**config.mk**
```make
export PLATFORM = sky130hd
export DESIGN_NAME = ic_prefetch
export DESIGN_NICKNAME = d
export VERILOG_FILES = /design/src/source/ic_pkg.sv /design/src/source/ic_prefetch.sv
export SDC_FILE = /design/constraint.sdc
export NUM_CORES = 1
export LEC_CHECK = 0
export CAP_MARGIN = 20
export CORE_AREA = 2 2 204 206
export DETAILED_ROUTE_END_ITERATION = 10
export DIE_AREA = 0 0 206 208
export DONT_BUFFER_PORTS = 1
export GPL_TIMING_DRIVEN = 1
export PLACE_DENSITY_LB_ADDON = 0.25
export SETUP_SLACK_MARGIN = 0.15
export SLEW_MARGIN = 20
export SYNTH_ARGS = -nofsm -noshare
export SYNTH_HDL_FRONTEND = slang
export SYNTH_SLANG_ARGS = --single-unit
```
**constraint.sdc**
```tcl
create_clock -name i_clk -period 4.4 [get_ports i_clk]
set_clock_uncertainty 0.15 [all_clocks]
set_input_delay 1.1 -clock i_clk [delete_from_list [all_inputs] [get_ports i_clk]]
set_output_delay 1.1 -clock i_clk [all_outputs]
set_load 0.05 [all_outputs]
```
**src/source/ic_pkg.sv**
```systemverilog
// Instruction cache package with geometry, shared types and the L2 port format
package ic_pkg;

  // ==================================================
  // Geometry
  // ==================================================
  localparam int VADDR_W     = 32;
  localparam int IC_WAYS     = 2;
  localparam int IC_SETS     = 16;
  localparam int IC_LINE_B   = 16;   // Bytes per line
  localparam int IC_OFFSET_W = 4;
  localparam int IC_INDEX_W  = 4;
  localparam int IC_TAG_W    = VADDR_W - IC_INDEX_W - IC_OFFSET_W;
  localparam int IC_DATA_W   = IC_LINE_B * 8;
  localparam int L2_TAG_W    = 2;

  typedef logic [VADDR_W-1:0]     vaddr_t;
  typedef logic [IC_TAG_W-1:0]    ic_tag_t;
  typedef logic [IC_INDEX_W-1:0]  ic_index_t;
  typedef logic [IC_DATA_W-1:0]   ic_data_t;
  typedef logic [IC_WAYS-1:0]     ic_ways_t;      // One hit bit per way
  typedef logic [0:0]             ic_way_idx_t;
  typedef logic [IC_LINE_B-1:0]   ic_be_t;
  typedef logic [L2_TAG_W-1:0]    l2_tag_t;

  // L2 request tags
  localparam l2_tag_t L2_TAG_FETCH = 2'd0;
  localparam l2_tag_t L2_TAG_PREF  = 2'd1;

  // ==================================================
  // Fetch side
  // ==================================================
  typedef struct packed {
    logic   valid;
    vaddr_t vaddr;
  } ic_req_t;

  typedef struct packed {
    logic     valid;
    logic     miss;
    vaddr_t   vaddr;
    ic_data_t data;
    ic_be_t   be;     // Offset up to end of line
  } ic_resp_t;

  // ==================================================
  // Level-two port
  // ==================================================
  typedef struct packed {
    logic    valid;
    l2_tag_t tag;
    vaddr_t  addr;    // Line aligned
  } l2_req_t;

  typedef struct packed {
    logic     valid;
    l2_tag_t  tag;
    ic_data_t data;
  } l2_resp_t;

  typedef enum logic [1:0] {
    IcIdle,
    IcReq,
    IcResp,
    IcInvalidate
  } ic_state_t;

endpackage

```
**src/source/ic_prefetch.sv**
```systemverilog
// Next-line instruction prefetcher with a one-line buffer and array write-back
`timescale 1ns/1ns

module ic_prefetch
  import ic_pkg::*;
(
  input  logic     i_clk,
  input  logic     i_reset_n,
  input  logic     i_fence_i,

  input  logic     i_miss_req_fire,
  input  vaddr_t   i_miss_vaddr,

  output logic     o_pref_req_valid,
  input  logic     i_pref_req_ready,
  output vaddr_t   o_pref_req_addr,

  input  logic     i_pref_resp_valid,
  input  ic_data_t i_pref_resp_data,

  input  vaddr_t   i_s0_search_vaddr,
  output logic     o_s1_search_hit,
  output ic_data_t o_s1_search_data,

  output logic     o_wr_valid,
  input  logic     i_wr_ready,
  output vaddr_t   o_wr_vaddr,
  output ic_data_t o_wr_data
);

  logic     r_req_pend;
  logic     r_wait;      // Prefetch outstanding at L2
  logic     r_drop;      // Response overtaken by a fence
  logic     r_buf_valid;
  logic     r_wr_pend;
  vaddr_t   r_pref_addr;
  vaddr_t   r_buf_addr;
  ic_data_t r_buf_data;
  vaddr_t   r_s1_line;
  logic     w_busy;
  logic     w_req_fire;
  logic     w_start;

  assign w_busy     = r_req_pend | r_wait;
  assign w_req_fire = r_req_pend & i_pref_req_ready;
  assign w_start    = i_miss_req_fire & !w_busy;  // One prefetch in flight at most

  always_ff @(posedge i_clk or negedge i_reset_n) begin
    if (!i_reset_n) begin
      r_req_pend  <= 1'b0;
      r_wait      <= 1'b0;
      r_drop      <= 1'b0;
      r_buf_valid <= 1'b0;
      r_wr_pend   <= 1'b0;
    end else begin
      if (w_start) begin
        r_req_pend <= 1'b1;
      end else if (w_req_fire) begin
        r_req_pend <= 1'b0;
        r_wait     <= 1'b1;
      end else if (i_pref_resp_valid) begin
        r_wait <= 1'b0;
      end

      if (i_fence_i) begin
        r_buf_valid <= 1'b0;
        r_wr_pend   <= 1'b0;
        r_drop      <= r_req_pend | (r_wait & !i_pref_resp_valid);
      end else if (i_pref_resp_valid) begin
        r_drop      <= 1'b0;
        r_buf_valid <= !r_drop;
        r_wr_pend   <= !r_drop;
      end else if (r_wr_pend & i_wr_ready) begin
        r_wr_pend <= 1'b0;
      end
    end
  end

  always_ff @(posedge i_clk) begin
    if (w_start) begin
      r_pref_addr <= {i_miss_vaddr[VADDR_W-1:IC_OFFSET_W], {IC_OFFSET_W{1'b0}}} +
                     vaddr_t'(IC_LINE_B);
    end
    if (i_pref_resp_valid) begin
      r_buf_addr <= r_pref_addr;
      r_buf_data <= i_pref_resp_data;
    end
    r_s1_line <= {i_s0_search_vaddr[VADDR_W-1:IC_OFFSET_W], {IC_OFFSET_W{1'b0}}};
  end

  assign o_pref_req_valid = r_req_pend;
  assign o_pref_req_addr  = r_pref_addr;

  // Buffer lookup for the fetch in S1
  assign o_s1_search_hit  = r_buf_valid & (r_s1_line == r_buf_addr);
  assign o_s1_search_data = r_buf_data;

  assign o_wr_valid = r_wr_pend;
  assign o_wr_vaddr = r_buf_addr;
  assign o_wr_data  = r_buf_data;

endmodule

```
======== Word-level counts from Yosys, hierarchy flattened ========
Index checks and enable logic that the tools add are counted.
word-level totals
  register bits after elaboration ......... 225
  output and inout bits ................... 323
  word-level logic and storage cells ...... 37
operators by class
  reduce and logical (&&, ||, !) cells .... 8
  equality and inequality tests ........... 1
  bitwise logic cells ..................... 8
  add/sub/neg operators ................... 1
  mux-type cells .......................... 10
operators with widths
  kind                                            number
  adder 32 x 5 -> 32 bit (second input constant)  1
  equality test 32 bit                            1
  two-way mux 1 bit                               10
  nonzero test 2 bit                              3
  bitwise AND 1 bit                               5
  zero test 1 bit                                 3
  nonzero test 3 bit                              1
  OR 1 bit                                        2
  AND reduction 2 bit                             1
  NOT 1 bit                                       1

======== Depth between registers and ports, before layout ========
Gate-level depths: netlist of run 1.
  depth in word-level cells ............... 5
  mapped depth ............................ 5
  gate-level depth less buffers ........... 5

======== Worst setup path after synthesis of run 1 ========
OpenSTA, ideal clock, no wires.
  path kind ............................... flip-flop to output port
  from .................................... register r_buf_addr[23], in the netlist o_wr_vaddr[23]
  to ...................................... output port o_s1_search_hit
  stages on the path, launching flop included .. 5
  buffers on the path ..................... 0
  path slack .............................. 0.437 ns
  required time ........................... 3.150 ns
  data arrival time ....................... 2.713 ns
  cell sequence ........................... edfxtp_1 xor2_1 nor4_1 nand3_1 nor4_1
between the ends
  longest elaborated chain between the ends .. 2
RTL lines
  item                      RTL line           source
  start: declaration        ic_prefetch.sv:37  vaddr_t r_buf_addr;
  start signal: assignment  ic_prefetch.sv:85  r_buf_addr <= r_pref_addr;
  equality test 32 bit      ic_prefetch.sv:95  assign o_s1_search_hit = r_buf_valid & (r_s1_line == r_buf_addr);
  bitwise AND 1 bit         ic_prefetch.sv:95
  end: declaration          ic_prefetch.sv:22  output logic o_s1_search_hit,
Every way passes these cells.

======== Worst setup path after layout of run 1 ========
  from .................................... register r_buf_addr[28], in the netlist o_wr_vaddr[28]
  to ...................................... output port o_s1_search_hit
Same word-level chain as after synthesis.

==> results of run 1 <==
==> flip-flops by register name (all words and copies together) (netlist names) <==
signal,count
o_wr_valid,1
r_s1_line,28
o_s1_search_data,128
r_buf_valid,1
o_wr_vaddr,28
o_pref_req_addr,28
r_drop,1
o_pref_req_valid,1
r_wait,1
==> path summary, 6_finish.rpt <==
check                                             startpoint                      endpoint  slack [ps]  cells past startpoint
max in group asynchronous                          i_reset_n       r_buf_valid$_DFFE_PN0P_        3920                      0
worst min register to register            r_drop$_DFFE_PN0P_       r_buf_valid$_DFFE_PN0P_         330                      1
worst max register to register  o_pref_req_valid$_DFFE_PN0P_  o_pref_req_addr[8]$_DFFE_PP_        2630                      2
worst max-delay path                o_wr_vaddr[28]$_DFFE_PP_               o_s1_search_hit         480                      5
min in group i_clk                        r_drop$_DFFE_PN0P_       r_buf_valid$_DFFE_PN0P_         330                      1
worst min-delay path                               i_reset_n  o_pref_req_valid$_DFFE_PN0P_         110                      0
==> cell usage after synthesis <==
cell      instances  area, um^2
dfxtp_1          28         561
and4_1            2        17.5
ha_1              1        12.5
edfxtp_1        184        5530
a21o_1            1        7.51
and3_1            4        25.0
a21oi_1           1        5.00
nor3_1            3        15.0
xor2_1           26         228
nor2b_1           1        6.26
nor2_1            7        26.3
nor4_4            1        21.3
a211oi_1          1        7.51
nor3b_1           1        7.51
xnor2_1          28         245
nand2_1          10        37.5
mux2i_1           1        10.0
nand4_1           9        56.3
nand3_1          13        65.1
conb_1            1        3.75
nor4_1            5        31.3
o21ai_0           2        10.0
buf_4           136        1020
nor4_2            2        25.0
nand4_4           1        21.3
dfrtp_1           5         125
inv_1             4        15.0
==> routing by layer <==
layer,track usage,share of wire,up-vias
li1,-,-,1379
met1,0.0939,0.30,1652
met2,0.194,0.52,341
met3,0.0746,0.16,36
met4,0.0236,0.021,0
met5,0,0,-
==> cells by family after synthesis <==
logic type,Yosys count,share of synthesized area
adders and majority gates,1,0.00154
DFF,217,0.764
buffers and inverters,140,0.127
other,1,0.000461
and+or+nand+nor,59,0.0437
muxes,1,0.00123
xor gates and xnor gates,54,0.0582
AOI/OAI and AO/OA,5,0.00369
==> cell usage in the layout (no fill, tap or decap), drive strengths merged <==
| master | count |
|---|---|
| bufinv | 2 |
| and4 | 2 |
| nand3 | 13 |
| a211oi | 1 |
| and3 | 4 |
| inv | 6 |
| edfxtp | 184 |
| buf | 8 |
| mux2i | 1 |
| a21o | 1 |
| clkbuf | 28 |
| conb | 8 |
| nor3b | 1 |
| ha | 1 |
| dfrtp | 5 |
| nand4 | 10 |
| dfxtp | 28 |
| o21ai | 2 |
| nand2 | 10 |
| nor3 | 3 |
| nor4 | 8 |
| clkinv | 12 |
| nor2b | 1 |
| nor2 | 7 |
| a21oi | 1 |
| xnor2 | 28 |
| xor2 | 26 |
==> stage by stage <==
stage | setup WS (ps) | hold slack, ps | instance area [um^2] | std cells | total power [mW]
2_1_floorplan | 437 | 295 | 8160 | 485 | 3.66
3_3_place_gp | 954 | 315 | 7870 | 889 | 3.68
3_5_place_dp | 970 | 331 | 7870 | 889 | 3.68
4_1_cts | 387 | 66.6 | 8630 | 933 | 5.65
5_1_grt | 255 | 71.4 | 8630 | 933 | 5.75
6_report | 483 | 111 | 8630 | 933 | 5.56
==> power by group through the flow <==
stage / registers (mW) / logic [mW] / clock network, mW
after CTS: 3.49 / 0.154 / 2.01
final: 3.48 / 0.145 / 1.94
after global placement: 3.53 / 0.152 / 0
after detailed placement: 3.53 / 0.153 / 0
after global routing: 3.51 / 0.161 / 2.09
after floorplan: 3.11 / 0.553 / 0
==> final cells by class <==
type,instances,area (um^2)
Clock buffer,28,616
Clock inverter,16,143
Fill cell,4261,31900
Inverter,4,15.0
Multi-Input combinational cell,128,922
Sequential cell,217,6210
Tap cell,532,666
Timing Repair Buffer,8,60.1
==> impl_metrics.py, run 1 <==
metrics = {
    "run_status": {
        "run_status": "completed",
    },
    "timing": {
        "finalMaxSlewViolations": 0,
        "setup_viol": 0,
        "tightest_slew_ps": 1110,
        "layout_min_cycle_time_ps": 3920,
        "rsz0062_at_grt": "false",
        "slew-limit-headroom": 0.259,
        "max_freq_ghz": 0.255,
        "final.setup.tns_ps": 0,
        "finalCritPeriodShare": 0.890,
        "hold_viol_final": 0,
    },
    "floorplan": {
        "dieArea_um2": 42800,
        "core.rowCount": 74,
        "fp.dieH_um": 208,
        "start_util": 0.201,
        "design.core.area_um2": 40600,
        "ioPinCount": 522,
        "die_w_um": 206,
    },
    "finish": {
        "antenna_cells": 0,
        "final_util": 0.213,
        "nNetsFinal": 583,
        "drive_above_1_share": 0.117,
        "syn_to_final_growth_pct": 6.15,
    },
    "synth": {
        "syn_inst": 478,
        "ys_ff_latch": 217,
        "postSynthAreaPerCell_um2": 17.0,
        "syn_area_um2": 8130,
        "yosys_warnings": 0,
        "ys_types": 27,
        "ys_seq_area_frac": 0.764,
    },
    "placement": {
        "place_congestion": 0.764,
        "portBuffers": 0,
        "dpl.hpwl_um": 19500,
    },
    "flow_run": {
        "cap_viol_max_count": 0,
    },
    "power_and_ir_drop": {
        "power_switching_mw": 1.94,
        "p_leak_nw": 2.85,
        "p_seq_frac": 0.625,
        "switching_share": 0.349,
        "comb_power_share": 0.026,
        "pwr-share-clk": 0.349,
        "vdd.ir_drop.worst_v": 0.000295,
        "power.internal_mw": 3.62,
        "p_per_area_nw_per_um2": 644,
    },
    "worst_setup_path": {
        "critPathKind": "register to primary output",
        "path_max_fanout": 2,
        "endpoint_kind": "primary output",
        "worstPathCellList": "xor2_1, nor4_1, nand4_1, nor4_2, buf_4",
        "crit_buf_inv": 1,
        "crit_required_ps": 3150,
        "cp_slowest_cell": "edfxtp_1",
        "cp-start-kind": "register",
        "path_delay_family": "simple AND/OR/NAND/NOR gates",
        "max_stage_delay_ps": 620,
        "critPathArrivalTime_ps": 2670,
    },
    "cts": {
        "cts_buffers": 24,
        "cts_setup_buffers": 0,
        "cts_buffer_depth": 3,
        "postCtsHoldBufs": 0,
        "cts_tree": "built",
        "clock-sinks": 217,
        "h-tree-depth": 1,
        "root_buffer": "clkbuf_16",
        "cts_resized": 0,
        "path_clk_slew_ps": 60,
        "clock_latency_ps": 540,
    },
    "grt": {
        "grt_pass1_vias": 3564,
        "track_usage": 0.106,
        "grt_pass1_wl_um": 31600,
        "overflow": 0,
        "grt_start_max_net_pins": 163,
        "antenna_found_initial": 1,
    },
    "routing": {
        "first_pass_iters": 4,
        "drt_iter0_markers": 201,
        "wirelength_um": 24600,
        "vias": 3408,
        "drc": 0,
        "route.antenna.remaining_nets": 0,
        "via_per_inst": 3.65,
        "wl_per_cell_um": 26.4,
    },
    "hold_path": {
        "hold_class": "primary input to asynchronous set/reset pin",
    },
}
Power figures use the tool's default switching activity.
==> run 2: changes to the inputs <==
--- a/config.mk
+++ b/config.mk
@@ -11,7 +11,7 @@
 export DIE_AREA = 0 0 206 208
 export DONT_BUFFER_PORTS = 1
 export GPL_TIMING_DRIVEN = 1
-export PLACE_DENSITY_LB_ADDON = 0.25
+export PLACE_DENSITY = 0.3
 export SETUP_SLACK_MARGIN = 0.15
 export SLEW_MARGIN = 20
 export SYNTH_ARGS = -nofsm -noshare
==> constraint.sdc (replaced) <==
create_clock -name i_clk -period 3.55 [get_ports i_clk]
set_clock_uncertainty 0.15 [all_clocks]
set_input_delay 0.8875 -clock i_clk [delete_from_list [all_inputs] [get_ports i_clk]]
set_output_delay 0.8875 -clock i_clk [all_outputs]
set_load 0.05 [all_outputs]
==> run 2 against run 1 <==
  * Sequential share of layout area is 1.5 points lower
  * Die area is the same
  * Critical path type unchanged
  * Setup slack worse by 270 ps
  * Highest routed layer is now met5
  * Total power rose by 26%
  * Final area is 2.1% higher
  * Largest cell class unchanged
==> impl_metrics.py, run 2 (synthesis results as in run 1) <==
metrics = {
    "power_and_ir_drop": {
        "p_leak_nw": 2.94,
        "p_per_area_nw_per_um2": 796,
        "vdd.ir_drop.worst_v": 0.000395,
        "finalPower_mw": 7.02,
    },
    "worst_setup_path": {
        "rrSetupSlack_ps": 1730,
        "path_max_fanout": 2,
        "reg2reg_depth": 2,
        "worstPathCellList": "xor2_1, nor4_1, nand4_1, nor4_2, buf_4",
        "cp-start-kind": "register",
        "crit_required_ps": 2510,
        "r2r_end": "o_pref_req_addr[4]$_DFFE_PP_",
        "max_stage_delay_ps": 620,
        "reg2reg_from": "o_pref_req_valid$_DFFE_PN0P_",
        "critPathArrivalTime_ps": 2300,
        "critPathKind": "register to primary output",
        "cp_slowest_cell": "edfxtp_1",
        "endpoint_kind": "primary output",
    },
    "placement": {
        "place_congestion": 0.808,
        "dpl_cell_area_um2": 7980,
        "dpl.hpwl_um": 17900,
        "portBuffers": 0,
    },
    "timing": {
        "tightest_slew_ps": 1060,
        "setup_viol": 0,
        "finalMaxSlewViolations": 0,
        "hold_viol_final": 0,
        "rsz0062_at_grt": "true",
        "layout_min_cycle_time_ps": 3340,
        "max_freq_ghz": 0.299,
        "final.setup.tns_ps": 0,
        "whs_ps": 204,
        "slew-limit-headroom": 0.292,
        "finalCritPeriodShare": 0.941,
    },
    "grt": {
        "grt_start_max_net_pins": 163,
        "overflow": 0,
        "antenna_found_initial": 4,
        "grt_pass1_wl_um": 30500,
        "grt_pass1_vias": 3664,
        "track_usage": 0.100,
    },
    "floorplan": {
        "design.core.area_um2": 40600,
        "dieArea_um2": 42800,
        "die_w_um": 206,
        "start_util": 0.201,
        "core.rowCount": 74,
        "fp.dieH_um": 208,
        "ioPinCount": 522,
    },
    "run_status": {
        "run_status": "completed",
    },
    "finish": {
        "final_util": 0.217,
        "nFillCells": 4278,
        "syn_to_final_growth_pct": 8.36,
        "layout_commonest_cell": "edfxtp_1",
        "nNetsFinal": 599,
        "final_cell_mix": "184 x edfxtp_1, 28 x xnor2_1, 28 x dfxtp_1",
        "final_cell_area_um2": 8810,
        "largest_reg_flops": 128,
        "drive_above_1_share": 0.150,
    },
    "routing": {
        "route.antenna.remaining_nets": 0,
        "via_per_inst": 3.63,
        "first_pass_iters": 4,
        "vias": 3458,
        "drc": 0,
        "wirelength_um": 23100,
        "wl_per_cell_um": 24.3,
        "drt_iter0_markers": 138,
    },
    "hold_path": {
        "min_path_cells": 0,
        "min_from": "i_s0_search_vaddr[30]",
        "hold_class": "primary input to register",
        "min_to": "r_s1_line[30]$_DFF_P_",
    },
    "cts": {
        "root_buffer": "clkbuf_16",
        "cts_buffer_depth": 3,
        "clock_latency_ps": 550,
        "cts_buffers": 26,
        "h-tree-depth": 1,
        "path_clk_slew_ps": 60,
        "cts_tree": "built",
        "clock-sinks": 217,
    },
    "flow_run": {
        "cap_viol_max_count": 0,
    },
}
-- run 2: cell type report --
class / instances / area, um^2 / area share
Clock buffer: 37 / 722 / 0.0819
Antenna cell: 1 / 2.50 / 0.000284
Tap cell: 532 / 666 / 0.0755
Inverter: 4 / 15.0 / 0.00170
Timing Repair Buffer: 22 / 168 / 0.0190
Clock inverter: 11 / 92.6 / 0.0105
Sequential cell: 217 / 6210 / 0.705
Multi-Input combinational cell: 128 / 935 / 0.106
-- run 2: critical path: cells and delay by family, from the launching register on --
kind	cells	cell delay [ps]
AND/OR/NAND/NOR	3	640
buffers and inverters	1	240
XOR/XNOR	1	250
flip-flops	1	620
-- run 2: where the power goes --
part / switching, mW / leakage (nW) / internal [mW]
combinational: 0.161 / 0.454 / 0.0719
clock: 1.04 / 0.396 / 1.48
sequential: 1.22 / 2.09 / 3.04
total: 2.42 / 2.94 / 4.60
-- run 2: stage by stage --
stage,worst slack [ps],std cells
floorplan,356,485
global placement,618,902
detailed placement,695,902
CTS,69.2,951
global route,64.6,951
finish,209,952
-- run 2: layer usage --
layer	wire length (um)	share of wire	up-vias	global-route usage
met2	11600	0.50	341	0.178
met3	4040	0.17	28	0.0768
met4	513	0.022	4	0.0244
met1	6930	0.30	1672	0.0873
li1	-	-	1413	-
met5	20	0.00086	-	0
-- run 2: what timing repair did --
action / in CTS / in global routing
endpoints found under the setup margin: 1 / 1
buffers inserted: 0 / 0
hold buffers: 1 / 0
pin swaps: 0 / 3
gates resized for setup: 0 / 1
hold endpoints to repair: 5 / 0
-- run 2: how the worst max path moves through the flow --
stage / end / from / depth (start not counted)
6_report: o_s1_search_hit / o_wr_vaddr[7]$_DFFE_PP_ / 5
5_1_grt: o_s1_search_hit / o_wr_vaddr[7]$_DFFE_PP_ / 5
4_1_cts: o_s1_search_hit / o_wr_vaddr[4]$_DFFE_PP_ / 6
3_5_place_dp: o_s1_search_hit / o_wr_vaddr[4]$_DFFE_PP_ / 6
3_3_place_gp: o_s1_search_hit / o_wr_vaddr[4]$_DFFE_PP_ / 6
2_1_floorplan: o_s1_search_hit / o_wr_vaddr[23]$_DFFE_PP_ / 4
