<file path="src/source/ic_pkg.sv">
// Instruction cache package with geometry, shared types and the L2 port format
package ic_pkg;

  // ==================================================
  // Geometry
  // ==================================================
  localparam int VADDR_W     = 32;
  localparam int IC_WAYS     = 2;
  localparam int IC_SETS     = 16;
  localparam int IC_LINE_B   = 16;   // Bytes per line
  localparam int IC_OFFSET_W = 4;
  localparam int IC_INDEX_W  = 4;
  localparam int IC_TAG_W    = VADDR_W - IC_INDEX_W - IC_OFFSET_W;
  localparam int IC_DATA_W   = IC_LINE_B * 8;
  localparam int L2_TAG_W    = 2;

  typedef logic [VADDR_W-1:0]     vaddr_t;
  typedef logic [IC_TAG_W-1:0]    ic_tag_t;
  typedef logic [IC_INDEX_W-1:0]  ic_index_t;
  typedef logic [IC_DATA_W-1:0]   ic_data_t;
  typedef logic [IC_WAYS-1:0]     ic_ways_t;      // One hit bit per way
  typedef logic [0:0]             ic_way_idx_t;
  typedef logic [IC_LINE_B-1:0]   ic_be_t;
  typedef logic [L2_TAG_W-1:0]    l2_tag_t;

  // L2 request tags
  localparam l2_tag_t L2_TAG_FETCH = 2'd0;
  localparam l2_tag_t L2_TAG_PREF  = 2'd1;

  // ==================================================
  // Fetch side
  // ==================================================
  typedef struct packed {
    logic   valid;
    vaddr_t vaddr;
  } ic_req_t;

  typedef struct packed {
    logic     valid;
    logic     miss;
    vaddr_t   vaddr;
    ic_data_t data;
    ic_be_t   be;     // Offset up to end of line
  } ic_resp_t;

  // ==================================================
  // Level-two port
  // ==================================================
  typedef struct packed {
    logic    valid;
    l2_tag_t tag;
    vaddr_t  addr;    // Line aligned
  } l2_req_t;

  typedef struct packed {
    logic     valid;
    l2_tag_t  tag;
    ic_data_t data;
  } l2_resp_t;

  typedef enum logic [1:0] {
    IcIdle,
    IcReq,
    IcResp,
    IcInvalidate
  } ic_state_t;

endpackage

</file>
<file path="src/source/ic_tag_array.sv">
// Tag memory of one cache way with per-set valid bits and a bulk invalidate
`timescale 1ns/1ns

module ic_tag_array
  import ic_pkg::*;
(
  input  logic      i_clk,
  input  logic      i_reset_n,
  input  logic      i_clear,
  input  logic      i_wr,
  input  ic_index_t i_addr,
  input  ic_tag_t   i_tag,
  output ic_tag_t   o_tag,
  output logic      o_tag_valid
);

  ic_tag_t            r_tags [IC_SETS];
  logic [IC_SETS-1:0] r_valid;

  always_ff @(posedge i_clk) begin
    if (i_wr) begin
      r_tags[i_addr] <= i_tag;
    end
    o_tag <= i_wr ? i_tag : r_tags[i_addr];  // New tag visible on write
  end

  // Clear beats a write in the same cycle
  always_ff @(posedge i_clk or negedge i_reset_n) begin
    if (!i_reset_n) begin
      r_valid <= '0;
    end else if (i_clear) begin
      r_valid <= '0;
    end else if (i_wr) begin
      r_valid[i_addr] <= 1'b1;
    end
  end

  always_ff @(posedge i_clk or negedge i_reset_n) begin
    if (!i_reset_n) begin
      o_tag_valid <= 1'b0;
    end else begin
      o_tag_valid <= !i_clear & (i_wr | r_valid[i_addr]);
    end
  end

endmodule

</file>
<file path="config.mk">
export PLATFORM = sky130hd
export DESIGN_NAME = ic_tag_array
export DESIGN_NICKNAME = d
export VERILOG_FILES = /design/src/source/ic_pkg.sv /design/src/source/ic_tag_array.sv
export SDC_FILE = /design/constraint.sdc
export NUM_CORES = 1
export LEC_CHECK = 0
export ABC_AREA = 1
export BUFFER_PORTS_ARGS = -buffer_cell sky130_fd_sc_hd__buf_4
export CAP_MARGIN = 40
export CORE_UTILIZATION = 52
export DETAILED_ROUTE_END_ITERATION = 10
export PLACE_DENSITY = 0.73
export SLEW_MARGIN = 5
export SYNTH_ARGS = -nofsm -noshare
export SYNTH_HDL_FRONTEND = slang
export SYNTH_SLANG_ARGS = --single-unit
</file>
<file path="constraint.sdc">
create_clock -name i_clk -period 3.8 [get_ports i_clk]
set_input_delay 0.76 -clock i_clk [delete_from_list [all_inputs] [get_ports i_clk]]
set_output_delay 0.76 -clock i_clk [all_outputs]
set_load 0.005 [all_outputs]
</file>
* Word-level counts from Yosys, hierarchy flattened
Memories as Yosys holds them, arrays and structs flattened. A register that Yosys moved wholly into a read port is not among the register bits.
Index checks and enable logic that the tools add are counted.
** Storage, ports and cells
- Register bits :: 17
- Memory bits (writable) :: 384
- Input port bits :: 32
- Output and inout port bits :: 25
- Logic and storage cells :: 19
- Memories kept :: 1
** Operators by class
- $lt $le $gt $ge :: 2
- Multiplexer cells :: 8
- Bitwise operators :: 3
- Reductions and logical operators :: 3
** Memories
- r_tags :: depth 16, bits a word 24, rd ports 1, clocked after memory_dff 1, wr ports 1, RTL line ic_tag_array.sv:17 : ic_tag_t r_tags [IC_SETS];
** Operator list (number)
- $mux W16 :: 2
- $or A16 B16 Y16 :: 1
- $lt A4 B5 Y1 const B :: 1
- $bmux W1 S4 :: 1
- $demux W1 S4 :: 1
- $ge A4 B1 Y1 const B :: 1
- $mux W1 :: 4
- $reduce_bool A2 Y1 :: 1
- $and A1 B1 Y1 :: 1
- $logic_and A1 B1 Y1 :: 1
- $logic_not A1 Y1 :: 1
- $or A1 B1 Y1 :: 1

* Depth between registers and ports, before layout
Gate-level depths: netlist of the first run.
- Word-level depth :: 7
- Mapped depth :: 9
- Depth with buffers taken out :: 9

* Worst setup path after synthesis of the first run
No wires, ideal clock.
- Kind :: input to register
- Start :: input i_addr[1]
- End :: memory r_tags[13][0] (netlist bit), enable pin
- Setup time :: 406 ps
- Arrival time :: 2270 ps
- Required time :: 3394 ps
- Path slack :: 1123 ps
- Cell stages on the path :: 4
- Buffers on the path :: 1
- Cell sequence :: clkbuf_1 inv_1 nand2_1 nor2_1
** RTL lines
- from (decl) :: RTL line ic_tag_array.sv:11 : input ic_index_t i_addr,
- to (decl) :: RTL line ic_tag_array.sv:17
No word-level cell before the write port.

==> results of run 1 <==
==> placed cells by master (no fill, tap or decap) <==
| master | netlist | final |
|---|---|---|
| inv_8 | 0 | 1 |
| nand4_1 | 1 | 1 |
| nand3_1 | 149 | 149 |
| nand2_1 | 160 | 160 |
| dfrtp_1 | 17 | 17 |
| clkbuf_16 | 0 | 43 |
| buf_16 | 0 | 2 |
| clkinvlp_4 | 0 | 2 |
| a21oi_1 | 96 | 96 |
| dfxtp_4 | 0 | 2 |
| clkinv_2 | 0 | 4 |
| buf_12 | 0 | 9 |
| o21ai_0 | 66 | 66 |
| buf_4 | 11 | 79 |
| o21ba_2 | 2 | 2 |
| bufinv_16 | 0 | 3 |
| inv_2 | 0 | 1 |
| clkinv_1 | 1 | 13 |
| inv_6 | 0 | 1 |
| nor2_4 | 0 | 16 |
| inv_1 | 200 | 199 |
| edfxtp_1 | 384 | 384 |
| dfxtp_1 | 4 | 1 |
| dfxtp_2 | 0 | 1 |
| clkbuf_1 | 24 | 9 |
| o211ai_1 | 96 | 96 |
| nor2_1 | 50 | 34 |
| o21ai_1 | 30 | 30 |
==> state kept, by name, summed over array words and instances, names as in the netlist, named ones only <==
register,flops
r_tags,384
r_valid,16
o_tag_valid,1
==> cells in the mapped netlist <==
| master | n | share of area (%) |
|---|---|---|
| nand3_1 | 149 | 4.5 |
| buf_2 | 17 | 0.52 |
| edfxtp_1 | 384 | 70 |
| nand4_1 | 1 | 0.038 |
| o211ai_1 | 96 | 4.4 |
| o21ai_1 | 30 | 0.91 |
| a21oi_1 | 96 | 2.9 |
| dfxtp_1 | 4 | 0.49 |
| nor2_1 | 50 | 1.1 |
| nand2_1 | 160 | 3.6 |
| buf_6 | 14 | 0.95 |
| clkinv_1 | 1 | 0.023 |
| o21ba_2 | 2 | 0.12 |
| o21ai_0 | 66 | 2.0 |
| clkbuf_1 | 24 | 0.55 |
| buf_1 | 16 | 0.36 |
| dfrtp_1 | 17 | 2.6 |
| buf_4 | 11 | 0.50 |
| inv_1 | 200 | 4.5 |
==> worst max-delay path: stages, from the launching register on <==
cell and delay, ns:
dfxtp_4 0.77, buf_12 0.41, a21oi_1 0.13, o21ai_0 0.16, nand3_1 0.14, nand3_1 0.13
nand2_1 0.12, buf_4 0.16
==> metrics by stage <==
step	instance area, um2	hold WS (ns)
final	18800	0.0859
after global routing	18800	0.0920
after CTS	18800	0.0766
after detailed placement	17500	0.490
after global placement	17400	0.479
after floorplan	16500	0.464
==> final cells by class <==
| type | count | area, um2 | area share [%] |
|---|---|---|---|
| well taps | 396 | 495 | 2.64 |
| clock inverters | 23 | 190 | 1.01 |
| inverters | 201 | 754 | 4.02 |
| repair buffers | 90 | 828 | 4.41 |
| clock buffers | 52 | 1110 | 5.91 |
| multi-input cells | 650 | 3360 | 17.9 |
| flip-flops and latches | 405 | 12000 | 64.1 |
==> worst paths after layout <==
kind                            slack (ns)  depth (start not counted)          end
min in group i_clk                    0.37                          1    flip-flop
worst max-delay path                  0.48                          7    o_tag[21]
max in group asynchronous             3.52                          1   r_valid[6]
worst min-delay path                  0.09                          1   r_valid[9]
worst max register to register        2.79                          8  o_tag_valid
worst min register to register        0.50                          2  r_valid[11]
==> metal layers <==
| metal | vias up | routed length, um | GRT usage [%] |
|---|---|---|---|
| met5 | - | 0 | 0 |
| met3 | 56 | 2480 | 3.76 |
| met2 | 368 | 16900 | 35.4 |
| li1 | 4815 | - | - |
| met1 | 4874 | 15300 | 31.0 |
| met4 | 0 | 597 | 5.61 |
==> power by group through the flow <==
stage	Clock, mW	Combinational, mW	Sequential, mW
2_1_floorplan	0	0.330	5.09
5_1_grt	4.08	0.610	5.03
4_1_cts	3.92	0.551	5.02
6_report	3.88	0.550	5.02
3_3_place_gp	0	0.530	5.11
3_5_place_dp	0	0.547	5.11
==> cells by family (layout without fill, tap and decap cells) <==
group / count (synthesis) / in the layout / share of synthesized area, %
flops: 405 / 405 / 72.9
simple gates: 360 / 360 / 9.33
compound gates: 290 / 290 / 10.3
buf+inv: 283 / 366 / 7.45
==> run_results.csv, run 1 <==
group,metric,value,unit
power_and_ir_drop,power_frac_seq,53.1,%
setup_path,required,3.04,ns
power_and_ir_drop,p_comb_share,5.8,%
timing,hold_violations,0,
layout,stdcell_count,1817,
setup_path,end_kind,"primary output",
timing,fin_skew,0.00432,ns
timing,final.min_clock_period,3.32,ns
layout,nets,1422,
cts,clk_latency,0.53,ns
timing,clock.fmax,0.301,GHz
global_routing,grt_use_total,21.9,%
yosys,ys_warn_count,0,
setup_path,cp-start-kind,"flip-flop",
layout,post-route-util,60.8,%
timing,slew_headroom,47.8,%
layout,drive_gt1_share,11.7,%
power_and_ir_drop,switching_share,21.3,%
drt,antenna_left,0,
die,rows,64,
setup_path,arrival,2.56,ns
yosys,avgSynthCellArea,12.3,um2
drt,vias_per_cell,5.57,
die,io_pins,57,
layout,fillers,2275,
timing,setup_viol,0,
yosys,ys_types,19,
global_routing,antenna_found_initial,0,
die,die_w,180,um
die,initial_core_util,53.4,%
hold_path,hold_class,"in -> async",
placement,dp_slack,1.06,ns
drt,via_count,10100,
cts,cts.sinks,405,
die,die-area,0.0325,mm2
die,die_h,180,um
power_and_ir_drop,ir_worst_vdd,309,uV
power_and_ir_drop,power.internal,7.44,mW
timing,setup_tns,0,ns
power_and_ir_drop,p_switching,2.01,mW
global_routing,grt_max_degree,98,
global_routing,grt_pass1_vias,9727,
power_and_ir_drop,p_clk_share,41.1,%
setup_path,path_class,"reg -> out",
cts,cts_buffer_depth,3,
placement,dp.cells,1742,
drt,routed_wirelength,35300,um
job,max-cap-violations,0,
cts,post_cts_resized,0,
cts,clk_pin_slew,0.06,ns
power_and_ir_drop,p_total,9.45,mW
setup_path,worstReg2RegStart,"r_valid[5]",
yosys,netlist_instances,1338,
drt,route.detailed.drc,0,
power_and_ir_drop,power_density,503,mW/mm2
cts,cts.hold.buffers_added,0,
drt,wire_per_inst,19.4,um
cts,cts_tree,"built",
timing,period_share,87.3,%
yosys,syn_nets,1370,
yosys,netlist_area,0.0165,mm2
timing,worst_slack,0.482,ns
drt,dr.pass1.iters,5,
drt,drtIter0Drc,1121,
yosys,ys_ff_latch,405,
global_routing,grt_pass1_wl,54700,um
placement,dp_hpwl,19700,um
timing,final_max_slew_viol_count,0,
outcome,run_status,"completed",
die,core_area,0.0309,mm2
placement,place_congestion,0.807,
power_and_ir_drop,p_leak,7.05,nW
cts,cts_setup_buffers,0,
cts,cts-root-buf,"clkbuf_16",
setup_path,worst-path-max-fanout,97,
global_routing,overflow,0,
cts,numCtsBuffers,42,
layout,antenna_cells,0,
layout,area_growth,13.8,%
yosys,synth-seq-area-share,72.9,%
timing,tightest_slew,0.782,ns
placement,portBuffers,56,
cts,h-tree-depth,2,
timing,rsz0062_at_grt,"false",
No activity file was read; power rests on OpenSTA's default activity.
==> inputs of run 2 (changes only) <==
==> constraint.sdc (replaced) <==
create_clock -name i_clk -period 3.8 [get_ports i_clk]
set_input_delay 0.76 -clock i_clk [delete_from_list [all_inputs] [get_ports i_clk]]
set_output_delay 0.76 -clock i_clk [all_outputs]
set_load 0.01 [all_outputs]
==> run 2 against run 1 <==
Against the previous run:
- via count is 0.95% higher
- clock skew is essentially flat
- register-to-register slack barely moved
- sequential power is essentially flat
- critical path depth unchanged
- non-clock buffer count fell by 2
- largest cell class unchanged
- total power rose by 0.45%
- die area unchanged
- wire length grew 0.42%
- sequential share of layout area hardly changed
- critical path type unchanged
- clock-buffer cell count up 8
- cell count shrank 0.22%
==> run_results.csv, run 2 (synthesis gave the netlist of run 1 again) <==
group,metric,value,unit
timing,setup_tns,0,ns
global_routing,use_met2,35.3,%
timing,hold_violations,0,
setup_path,cpPeakStageDelay,0.79,ns
placement,place_congestion,0.837,
global_routing,grt_use_met3,3.70,%
setup_path,crit_buf_inv,2,
layout,antenna_cells,0,
die,die_w,180,um
drt,via_count,10200,
setup_path,critical-path-top-delay-family,"flip-flops",
power_and_ir_drop,power_frac_seq,52.8,%
setup_path,cp-start-kind,"flip-flop",
power_and_ir_drop,power_density,505,mW/mm2
layout,layout_commonest_cell,"edfxtp_1",
outcome,run_status,"completed",
setup_path,end_kind,"primary output",
cts,cts.hold.buffers_added,0,
timing,setup_viol,0,
setup_path,required,3.04,ns
layout,drive_gt1_share,12.0,%
global_routing,grt.busiest_layer,"met2",
timing,rsz0062_at_grt,"false",
cts,post_cts_resized,0,
power_and_ir_drop,p_clk_share,41.2,%
layout,area_growth,13.8,%
power_and_ir_drop,switching_share,21.3,%
die,core_area,0.0309,mm2
timing,slew_headroom,42.4,%
layout,reg_top3,"r_tags x384, r_valid x16, o_tag_valid x1",
setup_path,r2r_end,"o_tag_valid",
layout,fillers,2253,
die,io_pins,57,
drt,vias_per_cell,5.63,
cts,cts_tree,"built",
global_routing,grt_pass1_wl,55800,um
cts,clk_pin_slew,0.06,ns
drt,wire_per_inst,19.5,um
layout,largest_reg_flops,384,
drt,routed_wirelength,35400,um
timing,period_share,81.8,%
global_routing,grt_max_degree,117,
cts,numCtsBuffers,41,
setup_path,arrival,2.35,ns
setup_path,critical-path-slowest-cell,"dfxtp_4",
power_and_ir_drop,ir_worst_vdd,260,uV
cts,cts_buffer_depth,3,
power_and_ir_drop,p_comb_share,6.0,%
power_and_ir_drop,p_leak,7.06,nW
hold_path,hold_class,"in -> async",
timing,clock.fmax,0.322,GHz
layout,nets,1419,
timing,final.min_clock_period,3.11,ns
cts,cts-root-buf,"clkbuf_16",
global_routing,overflow,0,
setup_path,ff2ff_path_depth,8,
placement,portBuffers,56,
timing,tightest_slew,0.863,ns
die,rows,64,
global_routing,grt_use_total,22.3,%
cts,h-tree-depth,2,
setup_path,worst-path-max-fanout,55,
timing,fin_skew,0.00479,ns
setup_path,crit_top_cell,"nand3_1",
drt,route.detailed.drc,0,
setup_path,rrSetupSlack,2.79,ns
layout,layout_common_cells,"edfxtp_1 (384), inv_1 (199), nand2_1 (160)",
global_routing,antenna_found_initial,0,
power_and_ir_drop,power.internal,7.47,mW
global_routing,grt_pass1_vias,10100,
cts,clk_latency,0.53,ns
drt,drtIter0Drc,1283,
cts,cts_setup_buffers,0,
die,die_h,180,um
cts,cts.sinks,405,
global_routing,globalRouteMet1Util,31.6,%
placement,dp_hpwl,20100,um
die,initial_core_util,53.4,%
timing,whs,0.0927,ns
job,max-cap-violations,0,
setup_path,path_class,"reg -> out",
drt,dr.pass1.iters,5,
setup_path,path_cells,"buf_12 > a21oi_1 > o21ai_1 > nand3_1 > nand3_1 > nand2_1 > buf_4",
setup_path,worstReg2RegStart,"r_valid[12]",
timing,final_max_slew_viol_count,0,
drt,antenna_left,0,
layout,largest_register,"r_tags",
power_and_ir_drop,p_switching,2.02,mW
die,die-area,0.0325,mm2
==> run 2: changes by cell type in the layout (fill, tap and decap cells not counted), sizes merged <==
cell and change:
buf -2, bufinv -2, clkbuf +8, clkinv -6
clkinvlp -1, inv -1
==> run 2: per-stage QoR <==
step	instances	utilization, %	total power, mW	area (um2)	setup WS, ns
after floorplan	1338	-	5.43	16500	1.12
after global placement	1737	56.2	5.66	17400	1.25
after detailed placement	1740	56.5	5.68	17500	1.21
after CTS	1813	60.8	9.54	18800	0.673
after global routing	1813	60.8	9.77	18800	0.498
final	1813	60.8	9.49	18800	0.691
==> run 2: per-layer routing <==
| metal | vias to the layer above | wire (um) |
|---|---|---|
| li1 | 4807 | - |
| met1 | 4920 | 15000 |
| met2 | 418 | 16700 |
| met3 | 64 | 2830 |
| met4 | 0 | 837 |
| met5 | - | 0 |
==> run 2: cell type report <==
class	count	area, um2	area share (%)
Timing Repair Buffer	88	808	4.30
Multi-Input combinational cell	650	3360	17.9
Sequential cell	405	12000	64.1
Clock inverter	13	93.8	0.499
Clock buffer	60	1230	6.55
Tap cell	396	495	2.64
Inverter	201	754	4.02
==> run 2: power groups by stage <==
| stage | clock network (mW) | logic [mW] | registers (mW) |
|---|---|---|---|
| final | 3.91 | 0.567 | 5.02 |
| after CTS | 3.95 | 0.570 | 5.02 |
| after global routing | 4.12 | 0.630 | 5.02 |
| after global placement | 0 | 0.549 | 5.11 |
| after detailed placement | 0 | 0.566 | 5.11 |
| after floorplan | 0 | 0.342 | 5.09 |
==> run 2: worst max-delay path by stage <==
stage	slack [ns]	cells past startpoint	endpoint	from
global placement	1.25	5	r_tags[7][7]	i_addr[2]
global route	0.50	7	o_tag[11]	flip-flop
CTS	0.67	7	o_tag[11]	flip-flop
floorplan	1.12	4	r_tags[13][0]	i_addr[1]
finish	0.69	7	o_tag[22]	flip-flop
detailed placement	1.21	5	r_tags[8][17]	i_addr[0]
==> run 2: worst register-to-register path, delay by kind of cell, from the launching register on <==
kind | cells | cell delay (ns)
and+or+nand+nor | 8 | 0.50
DFF | 1 | 0.40
==> inputs of run 3 (changes only) <==
==> constraint.sdc (replaced) <==
create_clock -name i_clk -period 3 [get_ports i_clk]
set_input_delay 0.6 -clock i_clk [delete_from_list [all_inputs] [get_ports i_clk]]
set_output_delay 0.6 -clock i_clk [all_outputs]
set_load 0.01 [all_outputs]
==> run 3 against run 2 <==
Against the previous run:
- combinational power up 30%
- non-clock buffer count is 4 higher
- wire length rose by 4.0%
- worst setup slack worse by 0.52 ns
- worst hold slack improved by 0.12 ns
- critical path depth stayed put
- sequential power rose by 26%
- sequential cell count unchanged
- critical path type unchanged
- critical endpoint is now o_tag[1]
- largest cell class unchanged
==> run_results.csv, run 3 (synthesis gave the netlist of run 1 again) <==
group,metric,value,unit
layout,reg_top3,"r_tags x384, r_valid x16, o_tag_valid x1",
cts,cts.hold.buffers_added,1,
timing,period_share,94.4,%
cts,post_cts_resized,0,
drt,via_count,10300,
setup_path,cp-start-kind,"flip-flop",
layout,fillers,2320,
timing,final.min_clock_period,2.83,ns
setup_path,path_class,"reg -> out",
hold_path,min_path_cells,1,
cts,clk_pin_slew,0.06,ns
power_and_ir_drop,power_density,644,mW/mm2
setup_path,cpPeakStageDelay,0.67,ns
drt,antenna_left,0,
placement,dp_hpwl,19800,um
cts,cts-root-buf,"clkbuf_16",
timing,clock.fmax,0.353,GHz
timing,fin_skew,0.0126,ns
setup_path,required,2.40,ns
global_routing,grt_max_degree,119,
global_routing,antenna_found_initial,0,
drt,routed_wirelength,36800,um
power_and_ir_drop,p_total,12.1,mW
hold_path,hold_class,"in -> reg",
setup_path,ff2ff_path_depth,8,
placement,place_congestion,0.847,
timing,rsz0062_at_grt,"false",
layout,antenna_cells,0,
setup_path,path_cells,"buf_4 > a21oi_1 > o21ai_0 > nand3_1 > nand3_1 > nand2_1 > buf_4",
timing,final_max_slew_viol_count,0,
cts,cts_tree,"built",
setup_path,worst-path-max-fanout,35,
timing,slew_headroom,51.1,%
timing,worst_slack,0.168,ns
timing,setup_viol,0,
die,die-area,0.0325,mm2
die,core_area,0.0309,mm2
placement,dp.cells,1743,
cts,cts.sinks,405,
cts,cts_buffer_depth,3,
cts,numCtsBuffers,41,
layout,drive_gt1_share,12.0,%
die,rows,64,
layout,largest_reg_flops,384,
die,initial_core_util,53.4,%
global_routing,overflow,0,
timing,setup_tns,0,ns
timing,tightest_slew,0.734,ns
layout,area_growth,14.0,%
placement,portBuffers,56,
cts,cts_setup_buffers,0,
die,die_w,180,um
job,max-cap-violations,0,
global_routing,grt_pass1_vias,9823,
setup_path,end_kind,"primary output",
layout,layout_common_cells,"edfxtp_1 (384), inv_1 (199), nand2_1 (160)",
global_routing,grt_use_total,22.6,%
setup_path,arrival,2.23,ns
global_routing,grt_pass1_wl,56300,um
layout,stdcell_count,1816,
timing,whs,0.211,ns
drt,route.detailed.drc,0,
drt,dr.pass1.iters,5,
timing,hold_violations,0,
die,die_h,180,um
setup_path,critical-path-slowest-cell,"dfxtp_4",
power_and_ir_drop,p_leak,7.06,nW
die,io_pins,57,
setup_path,rrSetupSlack,1.99,ns
placement,dp_slack,0.682,ns
drt,vias_per_cell,5.68,
drt,drtIter0Drc,1304,
cts,clk_latency,0.52,ns
drt,wire_per_inst,20.3,um
cts,h-tree-depth,2,
layout,layout_commonest_cell,"edfxtp_1",
layout,largest_register,"r_tags",
outcome,run_status,"completed",
layout,nets,1423,
power_and_ir_drop,ir_worst_vdd,336,uV
[run 3: cell count changes in the layout (fill, tap and decap cells not counted), sizes merged]
cell	change
buf	+3
clkbuf	-10
inv	-1
bufinv	+4
clkinv	+4
clkinvlp	+2
dlygate4sd3	+1
[run 3: per-stage QoR]
step	utilization (%)	instance area, um2
2_1_floorplan	-	16500
3_3_place_gp	56.6	17500
3_5_place_dp	56.6	17500
4_1_cts	60.9	18800
5_1_grt	60.9	18800
6_report	60.9	18800
[run 3: worst paths after layout]
path | from | endpoint
setup / recovery | flip-flop | o_tag[1]
hold / removal | i_addr[3] | flip-flop
setup reg to reg | r_valid[10] | o_tag_valid
hold reg to reg | r_valid[13] | r_valid[13]
max in group asynchronous | i_reset_n | r_valid[0]
min in group asynchronous | i_reset_n | o_tag_valid
[run 3: metal layers]
| layer | share of wire [%] | vias up | routed length [um] | global-route usage (%) |
|---|---|---|---|---|
| li1 | - | 4815 | - | - |
| met1 | 44 | 4963 | 16300 | 33.0 |
| met2 | 46 | 466 | 16900 | 35.1 |
| met3 | 7.4 | 62 | 2740 | 3.54 |
| met4 | 2.4 | 0 | 878 | 7.21 |
| met5 | 0 | - | 0 | 0 |
[run 3: final cells by class]
cell class	count	area (um2)	area share [%]
Inverter	201	754	4.01
Clock buffer	50	1080	5.74
Clock inverter	22	234	1.24
Multi-Input combinational cell	650	3360	17.9
Timing Repair Buffer	92	843	4.48
Sequential cell	405	12000	64.0
Tap cell	396	495	2.63
[run 3: report_power, final]
group	total [mW]	switching, mW	leakage (nW)	internal (mW)
clock	5.02	2.04	0.637	2.98
combinational	0.739	0.493	2.69	0.246
sequential	6.35	0.0433	3.74	6.30
total	12.1	2.58	7.06	9.53
[run 3: critical path: cells and delay by family, from the launching register on]
kind | cells | cell delay, ns
simple gates | 3 | 0.35
compound gates | 2 | 0.17
buf+inv | 2 | 0.50
flops | 1 | 0.67
